===== src/design/bank_pkg.sv =====
package bank_pkg;

  // ------------------------------------------------------------------------
  // sizes
  // ------------------------------------------------------------------------
  localparam int DATA_W     = 128;
  localparam int ADDR_W     = 7;
  localparam int RAM_DEPTH  = 128;
  localparam int WBUF_ID_W  = 8;
  // only the low id bits select one of the buffer entries
  localparam int WBUF_IDX_W = 3;
  localparam int CH_W       = 2;
  localparam int ROB_W      = 3;

  // ------------------------------------------------------------------------
  // request opcodes and line states
  // ------------------------------------------------------------------------
  localparam logic [2:0] OP_WRITE         = 3'd0;
  localparam logic [2:0] OP_READ          = 3'd1;
  localparam logic [2:0] OP_READ_LINEFILL = 3'd2;
  localparam logic [2:0] OP_WRITE_BACK    = 3'd3;

  localparam logic [1:0] ST_EMPTY = 2'd0;
  localparam logic [1:0] ST_SYNC  = 2'd1;
  localparam logic [1:0] ST_DIRTY = 2'd2;

  // bank address, seen as a flat ram index or as line plus offset
  typedef union packed {
    logic [ADDR_W-1:0] raw;
    struct packed {
      logic [ADDR_W-2:0] set_way;
      logic              offset;
    } f;
  } bank_addr_u;

endpackage


===== src/design/bank_issue_queue.sv =====
module bank_issue_queue
  import bank_pkg::*;
(
  input  logic                 clk_i,
  input  logic                 rst_i,
  // external request
  input  logic                 req_valid_i,
  output logic                 req_ready_o,
  input  logic [CH_W-1:0]      req_channel_i,
  input  logic [2:0]           req_opcode_i,
  input  logic [ADDR_W-1:0]    req_addr_i,
  input  logic [WBUF_ID_W-1:0] req_wbuf_id_i,
  input  logic [ROB_W-1:0]     req_rob_i,
  input  logic [1:0]           req_state0_i,
  input  logic [1:0]           req_state1_i,
  input  logic [DATA_W-1:0]    req_fill0_i,
  input  logic [DATA_W-1:0]    req_fill1_i,
  // head entry towards the controller
  output logic                 isu_valid_o,
  output logic [2:0]           isu_opcode_o,
  output logic [ADDR_W-1:0]    isu_addr_o,
  output logic [WBUF_ID_W-1:0] isu_wbuf_id_o,
  output logic [CH_W-1:0]      isu_channel_o,
  output logic [ROB_W-1:0]     isu_rob_o,
  output logic [1:0]           isu_state0_o,
  output logic [1:0]           isu_state1_o,
  output logic [DATA_W-1:0]    isu_fill0_o,
  output logic [DATA_W-1:0]    isu_fill1_o,
  input  logic                 isu_done_i
);

  logic [2:0]           q_opcode  [2];
  logic [ADDR_W-1:0]    q_addr    [2];
  logic [WBUF_ID_W-1:0] q_wbuf_id [2];
  logic [CH_W-1:0]      q_channel [2];
  logic [ROB_W-1:0]     q_rob     [2];
  logic [1:0]           q_state0  [2];
  logic [1:0]           q_state1  [2];
  logic [DATA_W-1:0]    q_fill0   [2];
  logic [DATA_W-1:0]    q_fill1   [2];

  logic       rd_ptr_q;
  logic       wr_ptr_q;
  logic [1:0] count_q;
  logic [1:0] count_nxt;
  logic       push;
  logic       pop;

  assign push = req_valid_i & req_ready_o;
  assign pop  = isu_done_i & isu_valid_o;

  assign count_nxt = count_q + {1'b0, push} - {1'b0, pop};

  always_ff @(posedge clk_i or posedge rst_i) begin
    if (rst_i) begin
      rd_ptr_q    <= 1'b0;
      wr_ptr_q    <= 1'b0;
      count_q     <= 2'd0;
      req_ready_o <= 1'b0;
    end else begin
      if (push) begin
        wr_ptr_q <= ~wr_ptr_q;
      end
      if (pop) begin
        rd_ptr_q <= ~rd_ptr_q;
      end
      count_q     <= count_nxt;
      // registered so it stays low while reset is applied
      req_ready_o <= (count_nxt != 2'd2);
    end
  end

  always_ff @(posedge clk_i) begin
    if (push) begin
      q_opcode[wr_ptr_q]  <= req_opcode_i;
      q_addr[wr_ptr_q]    <= req_addr_i;
      q_wbuf_id[wr_ptr_q] <= req_wbuf_id_i;
      q_channel[wr_ptr_q] <= req_channel_i;
      q_rob[wr_ptr_q]     <= req_rob_i;
      q_state0[wr_ptr_q]  <= req_state0_i;
      q_state1[wr_ptr_q]  <= req_state1_i;
      q_fill0[wr_ptr_q]   <= req_fill0_i;
      q_fill1[wr_ptr_q]   <= req_fill1_i;
    end
  end

  assign isu_valid_o   = (count_q != 2'd0);
  assign isu_opcode_o  = q_opcode[rd_ptr_q];
  assign isu_addr_o    = q_addr[rd_ptr_q];
  assign isu_wbuf_id_o = q_wbuf_id[rd_ptr_q];
  assign isu_channel_o = q_channel[rd_ptr_q];
  assign isu_rob_o     = q_rob[rd_ptr_q];
  assign isu_state0_o  = q_state0[rd_ptr_q];
  assign isu_state1_o  = q_state1[rd_ptr_q];
  assign isu_fill0_o   = q_fill0[rd_ptr_q];
  assign isu_fill1_o   = q_fill1[rd_ptr_q];

endmodule


===== config.mk =====
export PLATFORM = sky130hd
export DESIGN_NAME = bank_issue_queue
export DESIGN_NICKNAME = d
export VERILOG_FILES = /design/src/design/bank_pkg.sv /design/src/design/bank_issue_queue.sv
export SDC_FILE = /design/constraint.sdc
export NUM_CORES = 1
export LEC_CHECK = 0
export ABC_CLOCK_PERIOD_IN_PS = 22900
export BUFFER_PORTS_ARGS = -buffer_cell sky130_fd_sc_hd__buf_2
export CAP_MARGIN = 5
export CORE_ASPECT_RATIO = 1.2
export CORE_MARGIN = 2
export CORE_UTILIZATION = 29
export DETAILED_ROUTE_END_ITERATION = 8
export SLEW_MARGIN = 40
export SYNTH_ARGS = -nofsm -noshare
export SYNTH_HDL_FRONTEND = slang
export SYNTH_SLANG_ARGS = --single-unit
export TNS_END_PERCENT = 50

===== constraint.sdc =====
create_clock -name clk_i -period 22.9 [get_ports clk_i]
set_input_delay 0 -clock clk_i [delete_from_list [all_inputs] [get_ports clk_i]]
set_output_delay 0 -clock clk_i [all_outputs]
set_load 0.02 [all_outputs]

==> Yosys cells after proc, flatten, opt, wreduce, memory -nomap -nowiden <==
Memory sizes are Yosys's and may differ from the RTL's.
Index checks and enable logic that the tools add are counted.
{ "op_classes": {"n_eq_ne": 1, "bitwise": 4, "n_mux": 2, "add_sub_neg": 2, "reduce_logical": 1} }
{ "op_table": {"columns": ["op", "n"], "rows": [
  ["2-bit by 1-bit adder with 2-bit output", 1],
  ["1-bit bitwise AND", 2],
  ["1-bit two-way mux", 2],
  ["2-bit inequality test (second input constant)", 1],
  ["1-bit NOT", 2],
  ["2-bit nonzero test", 1],
  ["2-bit by 1-bit subtractor with 2-bit output", 1]
]} }
{ "totals": {"in_bits": 287, "wordCells": 23, "ramBits": 566, "n_memories": 9, "output_inout_bits": 285, "reg_bits": 5} }
{ "mem_list": {"columns": ["memory", "words", "word_bits", "read_ports", "rd_ports_with_merged_regs", "wr", "line_no", "rtl"], "rows": [
  ["q_fill0", 2, 128, 1, 0, 1, "bank_issue_queue.sv:39", "logic [DATA_W-1:0] q_fill0 [2];"],
  ["q_fill1", 2, 128, 1, 0, 1, "bank_issue_queue.sv:40", "logic [DATA_W-1:0] q_fill1 [2];"],
  ["q_wbuf_id", 2, 8, 1, 0, 1, "bank_issue_queue.sv:34", "logic [WBUF_ID_W-1:0] q_wbuf_id [2];"],
  ["q_addr", 2, 7, 1, 0, 1, "bank_issue_queue.sv:33", "logic [ADDR_W-1:0] q_addr [2];"],
  ["q_opcode", 2, 3, 1, 0, 1, "bank_issue_queue.sv:32", "logic [2:0] q_opcode [2];"],
  ["q_rob", 2, 3, 1, 0, 1, "bank_issue_queue.sv:36", "logic [ROB_W-1:0] q_rob [2];"],
  ["+3 memories", null, null, null, null, null, null, null]
]} }

==> Longest topological paths before layout <==
{ "logic_depth": {"ltp_word": 4, "depth_mapped": 7, "mapped_depth_nobuf": 7} }

==> Worst setup path before layout <==
OpenSTA, ideal clock, no wires.
{ "synth_timing": {"path_type": "register to register", "startpoint": "reg req_ready_o", "endpoint": "mem q_addr[0][0], enable pin", "setup_ns": 0.934, "synth_period_minus_slack_ns": 13.300, "t_required_ns": 21.966, "n_path_buf": 0, "t_arrival_ns": 12.366, "stages_incl_launch_ff": 3, "path_slack_ns": 9.600, "cell_sequence": "dfrtp_1 nand2_1 nor2_1"} }
{ "synth_via": {"elab_chain_len": 3} }
{ "synth_lines": {"columns": ["item", "line_no", "rtl"], "rows": [
  ["from (decl)", "bank_issue_queue.sv:8", "output logic req_ready_o,"],
  ["from (signal assigned)", "bank_issue_queue.sv:69", "req_ready_o <= (count_nxt != 2'd2);"],
  ["1-bit bitwise AND", "bank_issue_queue.sv:49", "assign push = req_valid_i & req_ready_o;"],
  ["1-bit two-way mux", "bank_issue_queue.sv:74", "if (push) begin"],
  ["1-bit two-way mux (not written as such)", "bank_issue_queue.sv:76", "q_addr[wr_ptr_q] <= req_addr_i;"],
  ["to (decl)", "bank_issue_queue.sv:33", null]
]} }
Every way passes these cells.

==> Worst setup path after layout <==
{ "layout_timing": {"startpoint": "reg rd_ptr_q", "endpoint": "out isu_state1_o[1]"} }
{ "layout_via": {"elab_chain_len": 1} }
{ "layout_lines": {"columns": ["item", "line_no", "rtl"], "rows": [
  ["from (decl)", "bank_issue_queue.sv:42", "logic rd_ptr_q;"],
  ["from (signal assigned)", "bank_issue_queue.sv:65", "rd_ptr_q <= ~rd_ptr_q;"],
  ["memory 2 x 2 bit", null, null],
  ["to (decl)", "bank_issue_queue.sv:26", "output logic [1:0] isu_state1_o,"]
]} }
Every way passes these cells.

==> impl_metrics.ini <==
[route]
via_per_inst = 4.10
drt_first_pass_iters = 4
drc_errors = 0
ant_nets = 0
wl_mm = 49.1
drtIter0Drc = 506
num_vias = 11800
wire_per_inst_um = 17.2

[worst_setup_path]
path_cells = buf_6 > buf_4 > mux2_2 > buf_2
r2r.worst_path.cells = 4
crit_family = buffers and inverters
cp_slowest_stage_delay_ns = 0.72
startpoint = rd_ptr_q$_DFFE_PP0P_
end_kind = primary output
cp.arrival_ns = 3.18
worstSetupStartpointType = flip-flop
crit_path_max_fanout = 46
crit_type = flip-flop to primary output
reg2reg_to = q_fill1[0][76]$_DFFE_PP_
r2r_start = req_ready_o$_DFF_PP0_
cp_num_buf_inv = 3
crit_path_top_delay_cell = dfrtp_4
r2r_slack_ns = 20.32
crit_required_ns = 22.90

[clock_tree]
path_clk_slew_ns = 0.06
cts.sinks = 571
cts_max_path_buffers = 3
cts_tree = yes
clock_latency_ns = 0.60
cts_made_buffers = 57
cts-root-buf = clkbuf_16
htreeDepth = 2

[placement]
gp_congestion = 0.737
dp_hpwl_mm = 32.7
place_ws_ns = 20.04
numPortBuffers = 571
placed_area_um2 = 25800

[synth]
synth_ff_type = edfxtp_1
syn_area_um2 = 21800
ys_seq_elements = 571
synth.most_common_cell = edfxtp_1
synth_top_area_cell = edfxtp_1
syn_inst = 906
synthArstFlopShare = 0.00876
syn-num-nets = 1194
synth.avg_cell_area_um2 = 24.1
synth.cells.most_frequent = 566 x edfxtp_1, 260 x mux2_4, 23 x mux2_2
ys_top_cells_by_area = edfxtp_1 78%, mux2_4 18%, mux2_2 1.2%
synth_warnings = 0
ys_seq_area_frac = 0.784
synth_top_area_share = 0.779
synth_cell_type_count = 23
synth_edf_count = 566

[floorplanning]
die_area_um2 = 77500
rows = 110
die_w_um = 254
pin_count = 572
die_y_um = 305
core-area_um2 = 74700
start_util = 0.292

[grt]
grt_overflow_total = 0
use_met1 = 0.127
met3_usage = 0.0425
antenna_found_initial = 9
grt_pass1_wl_mm = 72.5
grt_usage = 0.122
grt-busiest-layer = met2
grt_pass1_vias = 12900
grt_max_degree = 82
met2_usage = 0.221

[hold_path]
min_path_type = primary input to flip-flop
hold_end = q_addr[1][3]$_DFFE_PP_
hp-start = req_addr_i[3]
hold_depth = 2

[power]
power_switching_mw = 1.19
cellInternalPower_mw = 2.53
switching_share = 0.319
clock_power_share = 0.251
combPwrFrac = 0.354
leakagePower_nw = 12.1
p_per_area_nw_per_um2 = 122
pwr-share-seq = 0.395
power.total_mw = 3.72
ir_drop_mv = 0.0795

[sta]
relSlewSlack = 0.494
hold_slack_ns = 0.0997
worstMarginPinSlew_ns = 0.760
fin_crit_ns = 3.18
hold_viol = 0
rsz0062_at_grt = false
max_clock_freq_mhz = 314
slew_violations = 0
min_period_over_period = 0.139
finalWorstSetupSlack_ns = 19.72
setup_viol = 0
finalSetupTns_ns = 0
clock_skew_ns = 0.0200

[flow_run]
drv_cap = 0

[final_layout]
areaGrowthSynthToFinish_pct = 39.9
fillers = 6665
stdcell_area_um2 = 30500
final_nets = 2094
drive_above_1_share = 0.516

[outcome]
status = completed
## registers in the layout, indices dropped and copies added, names as in the netlist
| signal | flops |
|---|---|
| count_q | 2 |
| q_addr | 14 |
| q_channel | 4 |
| q_fill0 | 256 |
| q_fill1 | 256 |
| q_opcode | 6 |
| q_rob | 6 |
| q_state0 | 4 |
| q_state1 | 4 |
| q_wbuf_id | 16 |
| rd_ptr_q | 1 |
| req_ready_o | 1 |
| wr_ptr_q | 1 |
## cells in the final DEF, fill, tap and decap left out, types with 2 or more instances in the layout
| master | n |
|---|---|
| clkinvlp_4 | 3 |
| clkinv_2 | 9 |
| clkbuf_1 | 9 |
| inv_6 | 2 |
| buf_4 | 2 |
| clkinv_1 | 15 |
| diode_2 | 2 |
| buf_6 | 7 |
| nand2b_1 | 2 |
| nor4b_1 | 2 |
| dlygate4sd3_1 | 287 |
| buf_12 | 4 |
| dfrtp_1 | 4 |
| mux2_4 | 260 |
| xnor2_1 | 3 |
| mux2_2 | 23 |
| clkbuf_16 | 59 |
| buf_2 | 571 |
| bufinv_16 | 7 |
| edfxtp_1 | 566 |
| nand2_1 | 2 |
## cell families after synthesis
group / share of synthesized area
muxes: 0.191
xor gates and xnor gates: 0.00161
DFF: 0.784
buffers and inverters: 0.0184
adders and majority gates: 0.000573
AOI/OAI and AO/OA: 0.000860
and+or+nand+nor: 0.00298
## power groups by stage
stage	sequential (mW)	clock, mW	combinational, mW
finish	1.47	0.932	1.32
global route	1.49	1.00	1.40
CTS	1.47	0.961	1.34
detailed placement	1.49	0	1.29
global placement	1.50	0	1.26
floorplan	1.55	0	0.971
## repair_timing
action / CTS / global route
setup buffers: 0 / 0
resized for setup: 0 / 0
hold endpoints to repair: 602 / 0
hold buffers: 287 / 0
## worst register-to-register path: stages, from the launching register on
cell,delay (ns)
dfrtp_1,0.38
nand2_1,0.18
nor2_4,0.40
buf_6,0.61
buf_6,0.60
## metrics by stage
stage / utilization / std cells
final: 0.409 / 2863
after global routing: 0.409 / 2863
after CTS: 0.408 / 2861
after detailed placement: 0.345 / 2468
after global placement: 0.343 / 2464
after floorplan: - / 906
## layout make-up
cell class,instances,area (um^2),share of cell area
multi-input cells,302,4320,0.141
well taps,1008,1260,0.0413
clock buffers,68,1510,0.0495
inverters,1,3.75,0.000123
clock inverters,38,372,0.0122
diodes,2,5.00,0.000164
flip-flops and latches,571,17100,0.561
repair buffers,873,5950,0.195
## how the worst max path moves through the flow
stage	endpoint	slack, ns	cells past startpoint
floorplan	q_addr[0][0]$_DFFE_PP_	9.60	2
global placement	isu_fill1_o[62]	19.54	4
detailed placement	q_fill0[0][76]$_DFFE_PP_	20.04	4
CTS	isu_fill1_o[63]	19.44	4
global route	isu_state1_o[1]	19.52	4
finish	isu_state1_o[1]	19.72	4
## routing by layer
metal / share of wire / wire [um] / vias to the layer above
met1: 0.37 / 18100 / 5747
met2: 0.51 / 25200 / 439
li1: - / - / 5441
met4: 0.035 / 1740 / 14
met3: 0.081 / 3990 / 111
met5: 0.0019 / 95 / -
No activity file was read; power rests on OpenSTA's default activity.
