File: config.mk
export PLATFORM = sky130hd
export DESIGN_NAME = bank_write_buffer
export DESIGN_NICKNAME = d
export VERILOG_FILES = /design/src/design/bank_pkg.sv /design/src/design/bank_write_buffer.sv
export SDC_FILE = /design/constraint.sdc
export NUM_CORES = 1
export LEC_CHECK = 0
export BUFFER_PORTS_ARGS = -buffer_cell sky130_fd_sc_hd__buf_2
export CORE_UTILIZATION = 50
export CTS_CLUSTER_SIZE = 12
export DETAILED_ROUTE_END_ITERATION = 16
export PLACE_DENSITY = 0.78
export RECOVER_POWER = 50
export SLEW_MARGIN = 20
export SYNTH_ARGS = -nofsm -noshare
export SYNTH_HDL_FRONTEND = slang
export SYNTH_SLANG_ARGS = --single-unit
File: constraint.sdc
create_clock -name clk_i -period 18.2 [get_ports clk_i]
set_clock_uncertainty 0.2 [all_clocks]
set_input_delay 2.73 -clock clk_i [delete_from_list [all_inputs] [get_ports clk_i]]
set_output_delay 2.73 -clock clk_i [all_outputs]
set_load 0.02 [all_outputs]
File: src/design/bank_pkg.sv
package bank_pkg;

  // ------------------------------------------------------------------------
  // sizes
  // ------------------------------------------------------------------------
  localparam int DATA_W     = 128;
  localparam int ADDR_W     = 7;
  localparam int RAM_DEPTH  = 128;
  localparam int WBUF_ID_W  = 8;
  // only the low id bits select one of the buffer entries
  localparam int WBUF_IDX_W = 3;
  localparam int CH_W       = 2;
  localparam int ROB_W      = 3;

  // ------------------------------------------------------------------------
  // request opcodes and line states
  // ------------------------------------------------------------------------
  localparam logic [2:0] OP_WRITE         = 3'd0;
  localparam logic [2:0] OP_READ          = 3'd1;
  localparam logic [2:0] OP_READ_LINEFILL = 3'd2;
  localparam logic [2:0] OP_WRITE_BACK    = 3'd3;

  localparam logic [1:0] ST_EMPTY = 2'd0;
  localparam logic [1:0] ST_SYNC  = 2'd1;
  localparam logic [1:0] ST_DIRTY = 2'd2;

  // bank address, seen as a flat ram index or as line plus offset
  typedef union packed {
    logic [ADDR_W-1:0] raw;
    struct packed {
      logic [ADDR_W-2:0] set_way;
      logic              offset;
    } f;
  } bank_addr_u;

endpackage

File: src/design/bank_write_buffer.sv
module bank_write_buffer
  import bank_pkg::*;
(
  input  logic                 clk_i,
  input  logic                 rst_i,
  // load port, always accepted
  input  logic                 wb_wr_valid_i,
  input  logic [WBUF_ID_W-1:0] wb_wr_id_i,
  input  logic [DATA_W-1:0]    wb_wr_data_i,
  // fetch request from the controller
  input  logic                 wbuf_req_valid_i,
  output logic                 wbuf_req_ready_o,
  input  logic [WBUF_ID_W-1:0] wbuf_req_id_i,
  // data return, one cycle after acceptance
  output logic                 wbuf_rtn_valid_o,
  output logic [DATA_W-1:0]    wbuf_rtn_data_o
);

  logic [DATA_W-1:0] mem [2**WBUF_IDX_W];
  logic              req_fire;

  assign wbuf_req_ready_o = ~wbuf_rtn_valid_o;
  assign req_fire         = wbuf_req_valid_i & wbuf_req_ready_o;

  always_ff @(posedge clk_i) begin
    if (wb_wr_valid_i) begin
      mem[wb_wr_id_i[WBUF_IDX_W-1:0]] <= wb_wr_data_i;
    end
  end

  // a load to the same id in the fetch cycle is seen by the next fetch
  always_ff @(posedge clk_i) begin
    if (req_fire) begin
      wbuf_rtn_data_o <= mem[wbuf_req_id_i[WBUF_IDX_W-1:0]];
    end
  end

  always_ff @(posedge clk_i or posedge rst_i) begin
    if (rst_i) begin
      wbuf_rtn_valid_o <= 1'b0;
    end else begin
      wbuf_rtn_valid_o <= req_fire;
    end
  end

endmodule

### After elaboration in Yosys (flattened, before gate mapping)

Memories as Yosys holds them, arrays and structs flattened. A register that Yosys moved wholly into a read port is not among the register bits.
Index checks and enable logic that the tools add are counted.

* input bits: 148
* RAM bits: 1024
* memories kept: 1
* bits in registers: 1

Memory list
* mem: depth 8, width 128, rd ports 1, clocked after memory_dff 1, write ports 1, line bank_write_buffer.sv:19 `logic [DATA_W-1:0] mem [2**WBUF_IDX_W];`

* bitwise gates (word level): 2
* mux-type cells: 2

Operator list (count)
* $mux W1: 2
* $and A1 B1 Y1: 1
* $not A1 Y1: 1

### Logic depth before layout (Yosys ltp)

Gate-level depths: netlist of the first run.

* word-level depth: 2
* gate-level depth with buffers: 5
* depth with buffers taken out: 2

### Worst setup path after synthesis of the first run

No wires, ideal clock.

* path type: input to register
* start point: input port wb_wr_id_i[0]
* end point: memory mem[0][0] (enable)
* stages: 1
* library setup time: 0.774 ns
* data arrival time: 11.564 ns
* required time: 17.226 ns
* slack: 5.662 ns
* cell sequence: nor3_1

RTL lines
* from (decl): line bank_write_buffer.sv:8 `input logic [WBUF_ID_W-1:0] wb_wr_id_i,`
* to (decl): line bank_write_buffer.sv:19

No word-level cell before the write port.

### Final worst setup path of the first run

* start point: input port wbuf_req_valid_i
* end point: register wbuf_rtn_valid_o

* cells in the longest elaborated chain, start to end: 1

Ends and longest elaborated chain
* from (decl): line bank_write_buffer.sv:11 `input logic wbuf_req_valid_i,`
* $and A1 B1 Y1: line bank_write_buffer.sv:23 `assign req_fire = wbuf_req_valid_i & wbuf_req_ready_o;`
* via req_fire: line bank_write_buffer.sv:20 `logic req_fire;`
* to (signal assigned): line bank_write_buffer.sv:42 `wbuf_rtn_valid_o <= req_fire;`
* to (decl): line bank_write_buffer.sv:15 `output logic wbuf_rtn_valid_o,`

The timed path passes the listed nets, and every way through them passes these cells.

==> results.md, run 1 <==
- Outcome: finished with violations
- Failing checks: max-capacitance violations, max-slew violations
- WP data arrival: 9.76 ns
- Number of gates resized after cts: 0
- PnR worst setup slack: 8.061 ns
- Post-Syn Instances: 1,624
- Initial Util: roughly half
- Period utilization: 55.71%
- Die height: around 300 um
- Critical path launch point type: primary input
- Slowest-stage cell, CP: clkbuf_1
- CP bufs+invs: 2
- P per Cell Area: about 110 nW/um2
- Sequential Power Share: a little under three fifths
- Port Buffers: ~270
- Antenna Nets Post-Route: 0
- Total negative slack: 0 ns
- Post-CTS setup repair buffer count: 0
- Total Routing Usage GR: approximately a fifth
- First-pass GRT wire length: 121,900 um
- Clock sinks: around 1.2k
- Max capacitance violation total: 3
- Nets: approximately 2.1k
- RSZ-0062 raised after global routing: false
- Final Hold Viols: 0
- Clk Latency, worst-skew pair: roughly 0.67 ns
- Post-Syn Area: approximately 43,000 um2
- Initial antenna violation count: 13
- Sequential element share of the synthesized area: about 80%
- CP max FO: approximately 130
- CP Cell Sequence: buf_2 > nor2b_1 > clkbuf_1
- Setup violators final: 0
- Ports: about 280
- Routed Wire Length: roughly 84,000 um
- Worst hold path type: reg -> reg
- First-pass DRT Iterations: 5
- CP endpoint kind: register
- CTS tree: done
- Warnings, synthesis: 0
- Clk buf depth: 3
- Crit path time final: around 10 ns
- Slew @ Worst Pin: between 9 and 10 ns
- Worst hold margin: about 0.54 ns
- Clk pwr share: a little under two fifths
- Max VDD drop: just under 0.0001 V
- Reg clk slew, reported paths: approximately 0.06 ns
- Core area: between 80,000 and 90,000 um2
- Vias in the first global route: ~19k
- Leak pwr: between 15 and 20 nW
- Comb power frac: 5.3%
- GP Congestion: between 0.6 and 0.7
- DRC: 0
- Switching pwr: about 1.1 mW
- Crit path kind: in -> reg
- WL per Instance: between 20 and 30 um
- Via count: 18.21k
- Largest net degree at the start of global routing: 130
- CP Data Required Time: ~18 ns
- Synthesized Nets: between 1.5k and 2k
- HPWL after DPL: a little over 40,000 um
- Gr ovfl total: 0
- Layout area overhead: 12.75%
- Sw frac: around a fifth
- 1st-iter DRT viols: 1,424
- CTS Buf Count: approximately 110
- Slew Viols, Final: about 210
- #FFs+latches synth: between 1k and 1.5k
- H-tree Lvls: 3
- Die Wd: between 200 and 300 um
- Vias per cell: 5.743
- Worst path max stage delay: 6.82 ns
- CP delay by family, top: buffers and inverters
- Root Buffer: clkbuf_16
- Worst rel slew slack: -555.4%
- Mean Syn Cell Area: 26.40 um2
- Total die area: slightly below 90,000 um2
- Int Pwr: 4.309 mW
- Hold_buf cts: 0
- Netlist cell types: 20
- Number of cell rows: 107
- Post-place setup slack: about 12 ns
- Fmax: 98.63 MHz
- Share of layout cells above drive strength 1: a little under a third
-- synthesized netlist by cell type --
cell type / instances / area [um2]
clkbuf_1: 12 / 45.04
mux2_2: 128 / 1441
mux4_1: 72 / 1892
nor3_1: 2 / 10.01
buf_2: 3 / 15.01
buf_4: 1 / 7.510
nor2_1: 6 / 22.52
clkbuf_8: 13 / 178.9
dfrtp_1: 1 / 25.02
buf_8: 19 / 285.3
mux4_2: 184 / 4144
nor2b_1: 1 / 6.260
inv_1: 2 / 7.510
clkbuf_4: 1 / 7.510
buf_12: 2 / 40.04
edfxtp_1: 1152 / 34590
nand2b_1: 3 / 18.77
nand2_1: 2 / 7.510
buf_1: 13 / 48.80
buf_6: 7 / 78.83
-- power by group through the flow --
stage                     Sequential [mW]  Clock, mW  Combinational (mW)
final                                3.07       2.07               0.287
after global routing                 3.07       2.21               0.309
after CTS                            3.06       2.11               0.298
after detailed placement             3.11          0               0.296
after global placement               3.11          0               0.286
after floorplan                      3.15          0               0.165
-- worst paths after layout --
check	from	end	slack, ns	depth (start not counted)
worst max-delay path	wbuf_req_valid_i	wbuf_rtn_valid_o	8.06	3
worst min-delay path	mem[2][101]	wbuf_rtn_data_o[101]	0.54	2
worst max register to register	wbuf_rtn_valid_o	wbuf_rtn_valid_o	9.81	2
worst min register to register	mem[2][101]	wbuf_rtn_data_o[101]	0.54	2
max in group asynchronous	rst_i	wbuf_rtn_valid_o	16.02	2
min in group asynchronous	rst_i	wbuf_rtn_valid_o	1.68	2
-- metal layers --
layer  up-vias  share of wire (%)  global-route usage, %
met5         -               0.16                      0
met4        20                1.9                  5.196
met3       140                6.6                  4.690
met2       544                 50                  32.11
met1      9777                 41                  25.86
li1       7724                  -                      -
-- cell type report --
type	instances	area [um2]
diodes	2	5.005
clock buffers	139	2947
clock inverters	37	290.3
fillers	6024	36670
inverters	2	7.507
multi-input cells	398	7597
flip-flops and latches	1153	34620
well taps	1144	1431
repair buffers	295	1445
-- state kept, by name (all words and copies together) (netlist names) --
register and count:
mem 1024, wbuf_rtn_data_o 128, wbuf_rtn_valid_o 1
-- kinds of logic after synthesis --
kind of cell / synth area share (%)
buffers and inverters: 1.666
DFF: 80.74
muxes: 17.44
and+or+nand+nor: 0.1518
-- stage by stage --
stage | instance area (um2) | utilization (%) | power, mW | cells
2_1_floorplan | 42870 | - | 3.310 | 1624
3_3_place_gp | 45280 | 53.26 | 3.393 | 2991
3_5_place_dp | 45280 | 53.26 | 3.411 | 2991
4_1_cts | 48510 | 57.07 | 5.472 | 3167
5_1_grt | 48340 | 56.86 | 5.593 | 3169
6_report | 48340 | 56.86 | 5.425 | 3170
-- cells in the final DEF (no fill, tap or decap), drive strengths merged --
cell type     n
inv           4
edfxtp     1152
mux2        128
dfrtp         1
clkinvlp      1
clkbuf      271
nor3          2
nor2b         1
clkinv       33
nand2         2
nor2          6
mux4        256
bufinv        1
nand2b        3
diode         2
buf         163
-- worst reg2reg max path, stage by stage (launching register included) --
cell and delay, ns:
dfrtp_1 0.38, nor2b_1 0.12, clkbuf_1 6.82
Power figures use the tool's default switching activity.
==> inputs of run 2 (changes only) <==
==> constraint.sdc (replaced) <==
create_clock -name clk_i -period 10.19 [get_ports clk_i]
set_clock_uncertainty 0.2 [all_clocks]
set_input_delay 1.5285 -clock clk_i [delete_from_list [all_inputs] [get_ports clk_i]]
set_output_delay 1.5285 -clock clk_i [all_outputs]
set_load 0.02 [all_outputs]
==> run 2 against run 1 <==
Count of clock-buffer cells in the layout increased by 11; critical path type unchanged; critical path depth increased by 2; first-iteration DRC count increased by 2.3%; sequential power increased by 78%; highest routed layer unchanged; flip-flop and latch count unchanged; cell count increased by 0.28%; total power increased by 80%; cell area increased by 0.20%; clock power increased by 84%; sequential share of layout area decreased by 0.15 points; the run still ends with max-capacitance violations, max-slew violations left; global-route usage decreased by 0.25 points; non-clock buffer count increased by 5.
==> results.md, run 2 (synthesized netlist as in run 1, its figures left out) <==
- Outcome: finished with violations
- Failing checks: max-capacitance violations, max-slew violations
- Clk Latency, worst-skew pair: around 0.69 ns
- CP bufs+invs: 3
- Reg clk slew, reported paths: 0.06 ns
- Via count: between 15k and 20k
- DRC: 0
- WP data arrival: approximately 6.0 ns
- Worst rel slew slack: -161.3%
- Worst Setup SP: wb_wr_id_i[1]
- Crit path kind: in -> reg
- Die Wd: approximately 290 um
- CP Data Required Time: about 10 ns
- Most used cell, CP: clkbuf_1
- H-tree Lvls: 3
- Post-place setup slack: about 5.8 ns
- Setup violators final: 0
- Max VDD drop: ~0.00016 V
- Share of layout cells above drive strength 1: a little over 30%
- Number of cell rows: around 110
- Ports: 278
- Clk buf depth: 3
- Largest register FFs: between 1k and 1.5k
- WL per Instance: about 26 um
- Hold_buf cts: 0
- PnR worst setup slack: ~4.3 ns
- CP endpoint kind: register
- RSZ-0062 raised after global routing: false
- CTS Buf Count: ~110
- Die height: a little under 300 um
- First-pass DRT Iterations: 5
- Slew @ Worst Pin: approximately 3.9 ns
- 1st-iter DRT viols: between 1k and 1.5k
- Root Buffer: clkbuf_16
- R2R cell count: 3
- CTS tree: done
- R2r startpoint: wbuf_rtn_valid_o
- Sequential Power Share: 55.9%
- Most common cell after layout, fill and taps aside: edfxtp_1
- GP Congestion: approximately 0.67
- Initial Util: around half
- Reg-to-reg endpoint: wbuf_rtn_data_o[19]
- Total die area: 86,920 um2
- Clock sinks: 1,153
- Int Pwr: 7.798 mW
- Pwr Total: a little under 10 mW
- Slowest-stage cell, CP: clkbuf_1
- P per Cell Area: just over 200 nW/um2
- Switching pwr: just under 2 mW
- Initial antenna violation count: 6
- Reg-to-reg slack, setup: around 5.8 ns
- Port Buffers: about 270
- CP Capture Point: mem[6][17]
- CP Cell Sequence: clkbuf_1 > nand2b_1 > nor2_4 > clkbuf_1 > buf_4
- Vias in the first global route: 19.31k
- Routed Wire Length: 82,730 um
- Final Hold Viols: 0
- Layout area overhead: 12.98%
- Post-route cell area: 48,440 um2
- Max capacitance violation total: 8
- Post-CTS setup repair buffer count: 0
- Total Routing Usage GR: between 10% and 20%
- Stages on the worst setup path: 5
- Fmax: between 150 and 200 MHz
- Worst hold path type: in -> async
- Leak pwr: around 15 nW
- CP max FO: 48
- Clk pwr share: about 40%
- Area after DPL: ~45,000 um2
- Critical path launch point type: primary input
- HPWL after DPL: 42,400 um
- Slew Viols, Final: 296
- Sw frac: 20.25%
- Total negative slack: 0 ns
- Vias per cell: about 5.7
- First-pass GRT wire length: between 100,000 and 150,000 um
- Most frequent cells in the layout: 1,152 x edfxtp_1, 184 x mux4_2, 169 x clkbuf_1
- Largest net degree at the start of global routing: roughly 150
- Worst path max stage delay: 2.74 ns
- Crit path time final: 5.893 ns
- Nets: 2,117
- Comb power frac: ~5.2%
- Period utilization: 57.84%
- Finished Core Util: 56.98%
- Gr ovfl total: 0
- Core area: between 80,000 and 90,000 um2
- CP delay by family, top: buffers and inverters
- Antenna Nets Post-Route: 0
- Number of gates resized after cts: 0
## run 2: how the worst min path moves through the flow
stage / from / endpoint / cells after the start
6_report: rst_i / wbuf_rtn_valid_o / 2
5_1_grt: rst_i / wbuf_rtn_valid_o / 2
4_1_cts: rst_i / wbuf_rtn_valid_o / 2
3_5_place_dp: wbuf_rtn_valid_o / wbuf_rtn_data_o[85] / 1
3_3_place_gp: wbuf_rtn_valid_o / wbuf_rtn_data_o[85] / 1
2_1_floorplan: mem[7][100] / wbuf_rtn_data_o[100] / 2
## run 2: power groups by stage
stage | Combinational [mW] | Clock (mW) | Sequential (mW)
global placement | 0.512 | 0 | 5.55
finish | 0.513 | 3.80 | 5.47
floorplan | 0.294 | 0 | 5.62
global route | 0.551 | 4.06 | 5.48
detailed placement | 0.529 | 0 | 5.56
CTS | 0.532 | 3.89 | 5.47
## run 2: metal layers
metal | global-route usage, % | wire length, um | up-vias
met3 | 4.457 | 5806 | 110
met4 | 5.158 | 1285 | 10
li1 | - | - | 7737
met1 | 25.31 | 33650 | 9674
met2 | 32.05 | 41920 | 567
met5 | 0 | 65 | -
## run 2: area by class of cell
type                    count  area, um2
flip-flops and latches   1153      34620
repair buffers            300       1448
multi-input cells         398       7610
fillers                  6017      36570
inverters                   2      7.507
clock inverters            30      291.5
diodes                      2      5.005
clock buffers             150       3029
well taps                1144       1431
## run 2: worst register-to-register path: stages (launching register included)
cell and delay [ns]:
dfrtp_1 0.38, nor2b_1 1.20, clkbuf_1 1.26, buf_4 0.85
## run 2: metrics by stage
step	std cells	hold WS [ns]
after CTS	3177	0.4092
after global placement	2997	0.5007
after detailed placement	2997	0.5232
after floorplan	1624	0.5160
after global routing	3177	0.4258
final	3179	0.4626
